$ cat src/lau_defines.svh
// shared width and prefix speed macros for the add/subtract unit
`ifndef LAU_DEFINES_SVH
`define LAU_DEFINES_SVH

// operand and result width in bits
// prefix trees assume at least 2 bits
`define LAU_WIDTH 16

// default carry-lookahead structure for the top level
// one of lau_pkg::SLOW / MEDIUM / FAST
`define LAU_SPEED lau_pkg::FAST

`endif
$ cat src/lau_pkg.sv
// lau package with speed selection, opcodes and stream payload types
`default_nettype none

`include "lau_defines.svh"

package lau_pkg;

	// prefix structure select
	typedef enum logic [1:0] {
		SLOW   = 2'b00, // serial ripple prefix
		MEDIUM = 2'b01, // brent-kung
		FAST   = 2'b10  // sklansky
	} speed_e;

	// arithmetic operation code
	typedef enum logic [1:0] {
		OP_ADD = 2'b00, // a + b
		OP_SUB = 2'b01, // a - b
		OP_ADC = 2'b10, // a + b + cin
		OP_SBB = 2'b11  // a - b - cin, cin is borrow
	} op_e;

	// request into the unit
	typedef struct packed {
		logic [`LAU_WIDTH-1:0] a; // first operand
		logic [`LAU_WIDTH-1:0] b; // second operand
		op_e                   op;
		logic                  cin; // carry or borrow in
	} req_t;

	// result out of the unit
	// carry is raw adder carry out, so set on sub when no borrow
	typedef struct packed {
		logic [`LAU_WIDTH-1:0] sum;
		logic                  carry;
		logic                  zero;     // sum all zeros
		logic                  negative; // sum msb
		logic                  overflow; // signed overflow
	} res_t;

endpackage

`default_nettype wire

$ cat src/lau_stream_if.sv
// valid/ready stream interface carrying one payload of any type
`timescale 1ns/1ps
`default_nettype none

interface lau_stream_if #(
	parameter type payload_t = logic // payload carried per beat
) ();

	logic     valid; // data is presented
	logic     ready; // sink can take it
	payload_t data;

	// producer side
	modport src (
		output valid,
		output data,
		input  ready
	);

	// consumer side
	modport snk (
		input  valid,
		input  data,
		output ready
	);

endinterface

`default_nettype wire

$ cat src/lau_top.sv
// add/subtract unit top with registered input and output stages on plain ports
`timescale 1ns/1ps
`default_nettype none

`include "lau_defines.svh"

module lau_top #(
	parameter lau_pkg::speed_e speed = `LAU_SPEED // adder prefix structure
) (
	input  logic                  clk,
	input  logic                  rst_n, // sync, active low
	// request side
	input  logic                  in_valid,
	output logic                  in_ready,
	input  logic [`LAU_WIDTH-1:0] in_a,
	input  logic [`LAU_WIDTH-1:0] in_b,
	input  lau_pkg::op_e          in_op,
	input  logic                  in_cin, // carry or borrow
	// result side
	output logic                  out_valid,
	input  logic                  out_ready,
	output logic [`LAU_WIDTH-1:0] out_sum,
	output logic                  out_carry,
	output logic                  out_zero,
	output logic                  out_negative,
	output logic                  out_overflow
);

	lau_stream_if #(.payload_t(lau_pkg::req_t)) in_s ();  // ports into input reg
	lau_stream_if #(.payload_t(lau_pkg::req_t)) req_s (); // input reg to arithmetic
	lau_stream_if #(.payload_t(lau_pkg::res_t)) res_s (); // arithmetic to output reg
	lau_stream_if #(.payload_t(lau_pkg::res_t)) out_s (); // output reg to ports

	// pack plain inputs
	assign in_s.valid = in_valid;
	assign in_s.data  = '{a: in_a, b: in_b, op: in_op, cin: in_cin};
	assign in_ready   = in_s.ready;

	// stage 1, request register
	lau_pipe_reg #(
		.payload_t(lau_pkg::req_t)
	) in_reg (
		.clk(clk),
		.rst_n(rst_n),
		.in(in_s),
		.out(req_s)
	);

	// zero-cycle arithmetic between the registers
	lau_addsub_unit #(
		.speed(speed)
	) alu (
		.req(req_s),
		.res(res_s)
	);

	// stage 2, result register
	lau_pipe_reg #(
		.payload_t(lau_pkg::res_t)
	) out_reg (
		.clk(clk),
		.rst_n(rst_n),
		.in(res_s),
		.out(out_s)
	);

	// unpack result
	assign out_s.ready  = out_ready;
	assign out_valid    = out_s.valid;
	assign out_sum      = out_s.data.sum;
	assign out_carry    = out_s.data.carry;
	assign out_zero     = out_s.data.zero;
	assign out_negative = out_s.data.negative;
	assign out_overflow = out_s.data.overflow;

endmodule

`default_nettype wire

$ cat src/lau_addsub_unit.sv
// combinational add/subtract stage mapping requests to sum and flags
`timescale 1ns/1ps
`default_nettype none

module lau_addsub_unit #(
	parameter lau_pkg::speed_e speed = lau_pkg::FAST // adder prefix structure
) (
	lau_stream_if.snk req, // requests in
	lau_stream_if.src res  // results out
);

	lau_pkg::req_t rq; // unpacked request
	lau_pkg::res_t rs; // assembled result

	localparam int width = $bits(rq.a);

	logic             sub;   // subtract form
	logic             ci;    // adder carry in
	logic [width-1:0] b_eff; // b or its complement
	logic [width-1:0] sum;
	logic             co;

	assign rq = req.data;

	// a - b is a + ~b + 1
	assign sub   = (rq.op == lau_pkg::OP_SUB) || (rq.op == lau_pkg::OP_SBB);
	assign b_eff = sub ? ~rq.b : rq.b;

	always_comb begin
		case (rq.op)
			lau_pkg::OP_ADD: ci = 1'b0;
			lau_pkg::OP_SUB: ci = 1'b1; // two's complement +1
			lau_pkg::OP_ADC: ci = rq.cin;
			default:         ci = ~rq.cin; // sbb, borrow eats the +1
		endcase
	end

	lau_add_c #(
		.width(width),
		.speed(speed)
	) adder (
		.a(rq.a),
		.b(b_eff),
		.ci(ci),
		.s(sum),
		.co(co)
	);

	assign rs.sum      = sum;
	assign rs.carry    = co; // raw carry, no borrow inversion
	assign rs.zero     = ~|sum;
	assign rs.negative = sum[width-1];
	// same-sign addends giving a different-sign sum
	assign rs.overflow = (rq.a[width-1] == b_eff[width-1]) && (sum[width-1] != rq.a[width-1]);

	// handshake passes straight through
	assign res.valid = req.valid;
	assign res.data  = rs;
	assign req.ready = res.ready;

endmodule

`default_nettype wire

$ cat src/lau_pipe_reg.sv
// single-entry valid/ready pipeline register for any payload type
`timescale 1ns/1ps
`default_nettype none

module lau_pipe_reg #(
	parameter type payload_t = logic // stored item type
) (
	input logic     clk,
	input logic     rst_n, // sync, active low
	lau_stream_if.snk in,  // upstream
	lau_stream_if.src out  // downstream
);

	logic     valid_q; // entry occupied
	payload_t data_q;  // held item

	// free slot, or slot drains this cycle
	assign in.ready = ~valid_q | out.ready;

	always_ff @(posedge clk) begin
		if (!rst_n) begin
			valid_q <= 1'b0;
		end else if (in.ready) begin
			valid_q <= in.valid; // refill or go empty
		end
	end

	// payload only moves on an accepted beat
	always_ff @(posedge clk) begin
		if (in.valid && in.ready) begin
			data_q <= in.data;
		end
	end

	assign out.valid = valid_q;
	assign out.data  = data_q; // stable while valid and stalled

endmodule

`default_nettype wire

$ cat src/lau_add_c.sv
// carry-lookahead adder with carry in and carry out on a prefix network
`timescale 1ns/1ps
`default_nettype none

module lau_add_c #(
	parameter int              width = 16,           // word width
	parameter lau_pkg::speed_e speed = lau_pkg::FAST // prefix structure
) (
	input  logic [width-1:0] a,  // operands
	input  logic [width-1:0] b,
	input  logic             ci, // carry in
	output logic [width-1:0] s,  // sum
	output logic             co  // carry out
);

	logic [width-1:0] gi, pi; // bit gen/prop into prefix
	logic [width-1:0] go;     // prefix gen, carry out of each bit
	logic [width-1:0] ht;     // half sum a ^ b

	// bit 0 absorbs the carry in as a full adder majority
	assign gi[0] = (a[0] & b[0]) | (a[0] & ci) | (b[0] & ci);
	assign pi[0] = 1'b0; // nothing propagates past bit 0
	assign ht[0] = a[0] ^ b[0];

	for (genvar i = 1; i < width; i++) begin : g_pre
		assign gi[i] = a[i] & b[i];
		assign pi[i] = a[i] | b[i];
		assign ht[i] = ~gi[i] & pi[i]; // xor from and/or
	end

	// group prop out is not needed, carry in already folded
	lau_prefix_and_or #(
		.width(width),
		.speed(speed)
	) prefix (
		.gi(gi),
		.pi(pi),
		.go(go),
		.po()
	);

	assign s  = ht ^ {go[width-2:0], ci}; // carry into bit i is go[i-1]
	assign co = go[width-1];

endmodule

`default_nettype wire

$ cat src/lau_prefix_and_or.sv
// parallel-prefix and-or network for generate/propagate in serial, brent-kung or sklansky form
`timescale 1ns/1ps
`default_nettype none

module lau_prefix_and_or #(
	parameter int              width = 16,           // word width
	parameter lau_pkg::speed_e speed = lau_pkg::FAST // prefix structure
) (
	input  logic [width-1:0] gi, // generate in
	input  logic [width-1:0] pi, // propagate in
	output logic [width-1:0] go, // prefix generate out
	output logic [width-1:0] po  // prefix propagate out
);

	localparam int n = width;
	localparam int m = $clog2(width); // tree depth

	if (speed == lau_pkg::SLOW) begin : g_serial
		// plain ripple chain, n-1 cells deep
		logic [n-1:0] gt, pt;

		assign gt[0] = gi[0];
		assign pt[0] = pi[0];
		for (genvar i = 1; i < n; i++) begin : g_bit
			assign gt[i] = gi[i] | (pi[i] & gt[i-1]); // extend group one bit
			assign pt[i] = pi[i] & pt[i-1];
		end

		assign go = gt;
		assign po = pt;
	end else if (speed == lau_pkg::MEDIUM) begin : g_brent_kung
		// up tree of m levels then down tree of m-1 levels
		localparam int stages = 2 * m - 1;

		logic [n-1:0] gt [0:stages]; // per stage gen
		logic [n-1:0] pt [0:stages]; // per stage prop

		assign gt[0] = gi;
		assign pt[0] = pi;

		// up-sweep, block tops collect their whole block
		for (genvar l = 1; l <= m; l++) begin : g_up
			for (genvar j = 0; j < n; j++) begin : g_bit
				if ((j + 1) % (2 ** l) == 0) begin : g_black
					assign gt[l][j] = gt[l-1][j] | (pt[l-1][j] & gt[l-1][j - 2**(l-1)]);
					assign pt[l][j] = pt[l-1][j] & pt[l-1][j - 2**(l-1)];
				end else begin : g_white
					assign gt[l][j] = gt[l-1][j]; // pass through
					assign pt[l][j] = pt[l-1][j];
				end
			end
		end

		// down-sweep, fill the half-block points from completed prefixes
		for (genvar d = 1; d < m; d++) begin : g_down
			localparam int l = m - d; // span level, shrinking
			localparam int s = m + d; // stage index

			for (genvar j = 0; j < n; j++) begin : g_bit
				if (j >= 2 ** l && (j + 1) % (2 ** l) == 2 ** (l - 1)) begin : g_black
					assign gt[s][j] = gt[s-1][j] | (pt[s-1][j] & gt[s-1][j - 2**(l-1)]);
					assign pt[s][j] = pt[s-1][j] & pt[s-1][j - 2**(l-1)];
				end else begin : g_white
					assign gt[s][j] = gt[s-1][j];
					assign pt[s][j] = pt[s-1][j];
				end
			end
		end

		assign go = gt[stages];
		assign po = pt[stages];
	end else begin : g_sklansky
		// divide and conquer, m levels, high fanout
		logic [n-1:0] gt [0:m];
		logic [n-1:0] pt [0:m];

		assign gt[0] = gi;
		assign pt[0] = pi;

		for (genvar l = 1; l <= m; l++) begin : g_lvl
			for (genvar j = 0; j < n; j++) begin : g_bit
				// upper half of each 2**l block takes the lower half's top bit
				if ((j / 2 ** (l - 1)) % 2 == 1) begin : g_black
					localparam int src = (j / 2 ** (l - 1)) * 2 ** (l - 1) - 1;

					assign gt[l][j] = gt[l-1][j] | (pt[l-1][j] & gt[l-1][src]);
					assign pt[l][j] = pt[l-1][j] & pt[l-1][src];
				end else begin : g_white
					assign gt[l][j] = gt[l-1][j];
					assign pt[l][j] = pt[l-1][j];
				end
			end
		end

		assign go = gt[m];
		assign po = pt[m];
	end

endmodule

`default_nettype wire

$ cat config.mk
export PLATFORM = sky130hd
export DESIGN_NAME = lau_top
export DESIGN_NICKNAME = d
export VERILOG_FILES = /design/src/lau_pkg.sv /design/src/lau_stream_if.sv /design/src/lau_top.sv /design/src/lau_addsub_unit.sv /design/src/lau_pipe_reg.sv /design/src/lau_add_c.sv /design/src/lau_prefix_and_or.sv
export VERILOG_INCLUDE_DIRS = /design/src
export SDC_FILE = /design/constraint.sdc
export NUM_CORES = 1
export LEC_CHECK = 0
export ABC_AREA = 1
export BUFFER_PORTS_ARGS = -buffer_cell sky130_fd_sc_hd__buf_2
export CAP_MARGIN = 0
export CORE_UTILIZATION = 34
export CTS_CLUSTER_DIAMETER = 60
export CTS_CLUSTER_SIZE = 12
export DETAILED_ROUTE_END_ITERATION = 8
export SLEW_MARGIN = 20
export SYNTH_ARGS = -nofsm -noshare
export SYNTH_HDL_FRONTEND = slang
export SYNTH_HIERARCHICAL = 1
export SYNTH_SLANG_ARGS = --single-unit
$ cat constraint.sdc
create_clock -name clk -period 2.9 [get_ports clk]
set_input_delay 0.145 -clock clk [delete_from_list [all_inputs] [get_ports clk]]
set_output_delay 0.145 -clock clk [all_outputs]
set_load 0.02 [all_outputs]
==> impl_results.md <==
- Status: finished clean
- # setup viols final: 0
- Port Buffers: 60
- Worst path required time: 3.10 ns
- Leakage power: 0.00231 uW
- HP Class: in2reg
- Core Footprint: 9770 um2
- Skew-Pair Late Insertion Delay: 0.34 ns
- Top cell family by delay on the critical path: simple AND/OR/NAND/NOR gates
- Syn avg cell area: 9.30 um2
- # nets final: 540
- Critical path's slowest cell: edfxtp_1
- Avg WL per Cell: 9.95 um
- Horiz. Die Dim: 102 um
- Clock root cell: clkbuf_8
- WL final: 6050 um
- GR Overflow Total: 0
- Cell Area, Synth: 3420 um2
- Crit-path cells: buf_6, xor2_1, inv_1, ha_1, inv_1, nand2_1, inv_2, nand2_2, nand2_4, nand2_4, nand2_8, nand2_2, nand2_1, inv_1, nand2_1, nand2_1, inv_1, nand2_1, nor2_1, nand2_1, nor2_1
- Total I/O pin count: 61
- Commonest non-fill, non-tap cell in the layout: inv_1
- Critical path fanouts, max: 16
- Most frequent CP cell: nand2_1
- Setup Skew: 0.0100 ns
- Cells after synthesis: 368
- Crit path DAT: 2.71 ns
- Largest net degree at the start of global routing: 26
- Setup TNS: 0 ns
- # diodes: 0
- RSZ-0062 raised after global routing: no
- Avg Vias per Cell: 3.96
- Setup Buffers After CTS: 0
- Most frequent cells in the layout: inv_1, nand2_1, buf_2, edfxtp_1, dlygate4sd3_1
- Syn Nets: 438
- Min Tclk post-route: 2.51 ns
- Worst setup path class: reg2reg
- Die area: 10,500 um2
- Final worst path period share: 86.5%
- Global-route wire length before repair: 10,100 um
- Crit path launch type: register
- Placed cells: 557
- # DRC: 0
- Initial antenna violation count: 0
- Area growth syn-to-layout: 28.5%
- Ys Warns: 6
- Die height: 102 um
- Power Dens Cells: 522 nW/um2
- Vias in the first global route: 2,387
- CP Buf/Inv Count: 6
- Clock Sinks: 57
- Fmax: 0.399 GHz
- Post-Layout Cell Count: 608
- Layout cells sized above 1: 23.6%
- Slew Limit Fails: 0
- Worst-margin pin slew: 0.386 ns
- Clk buf depth: 2
- Final hold viol count: 0
- Gpl congestion: 0.766
- Clock buffers created by TritonCTS: 9
- Peak VDD IR: 279 uV
- First drt pass iteration count: 4
- Fin Hold WS: 0.0408 ns
- Initial Util: 35.0%
- # rows: 36
- Max Cap Violations: 0
- Final ANT Viol Nets: 0
- CTS tree: yes
- CP peak stage delay: 0.42 ns
- H-tree Lvls: 3
- Reg clk slew, reported paths: 0.07 ns
- Relative slew margins: 74.2%
- GRT Total Usage: 12.9%
- DR iter-0 viols: 101
- DP HPWL: 4490 um
- Nature of the critical path endpoint: register
- Via count: 2,409
==> worst register-to-register path, cell delays in order, from the launching register on <==
cell	delay, ns
edfxtp_1	0.42
buf_6	0.25
xor2_1	0.22
inv_1	0.07
ha_1	0.18
inv_1	0.09
nand2_1	0.07
inv_2	0.05
nand2_2	0.06
nand2_4	0.09
nand2_4	0.07
nand2_8	0.10
nand2_2	0.05
nand2_1	0.08
inv_1	0.04
nand2_1	0.05
nand2_1	0.09
inv_1	0.09
nand2_1	0.05
nor2_1	0.10
nand2_1	0.06
nor2_1	0.10
==> timing repair <==
item,CTS,global route
hold buffers,35,0
setup endpoints to repair,0,1
hold endpoints to repair,35,0
gates resized for setup,0,1
==> registers in the layout, indices dropped and copies added, names as in the netlist <==
signal             count
in_reg/out.data       35
out_reg/out.valid      1
out_reg/out.data      20
in_reg/out.valid       1
==> power by group <==
part | switching (uW) | internal [uW]
clock network | 317 | 390
registers | 23.7 | 987
logic | 353 | 226
total | 693 | 1600
==> final timing paths <==
| check | slack (ns) | start | cells past startpoint | end |
|---|---|---|---|---|
| worst max-delay path | 0.39 | in_reg/out.data[1] | 21 | out_reg/out.data[2] |
| worst min-delay path | 0.04 | rst_n | 3 | in_reg/out.valid |
| worst max register to register | 0.39 | in_reg/out.data[1] | 21 | out_reg/out.data[2] |
| worst min register to register | 0.53 | in_reg/out.valid | 2 | in_reg/out.valid |
==> layer usage <==
layer	up-vias	global-route usage [%]	share of wire, %
li1	1280	-	-
met1	1065	14.6	44
met2	49	21.9	49
met3	15	2.80	3.5
met4	0	8.35	3.2
met5	-	0	0
==> through the flow <==
step	power, uW	setup slack (ns)	cell area, um2	util, %
final	2300	0.392	4400	45.0
after global routing	2450	0.0542	4400	45.0
after CTS	2330	0.266	4390	44.9
after detailed placement	1580	0.286	3860	39.5
after global placement	1560	0.383	3860	39.5
after floorplan	1450	0.136	3420	-
==> area by class of cell <==
| cell class | count | area, um2 |
|---|---|---|
| flip-flops and latches | 57 | 1690 |
| clock buffers | 10 | 128 |
| well taps | 133 | 166 |
| multi-input cells | 188 | 1240 |
| clock inverters | 6 | 58.8 |
| repair buffers | 98 | 677 |
| inverters | 116 | 435 |
| fillers | 941 | 5380 |
(Power assumes the default switching activity.)
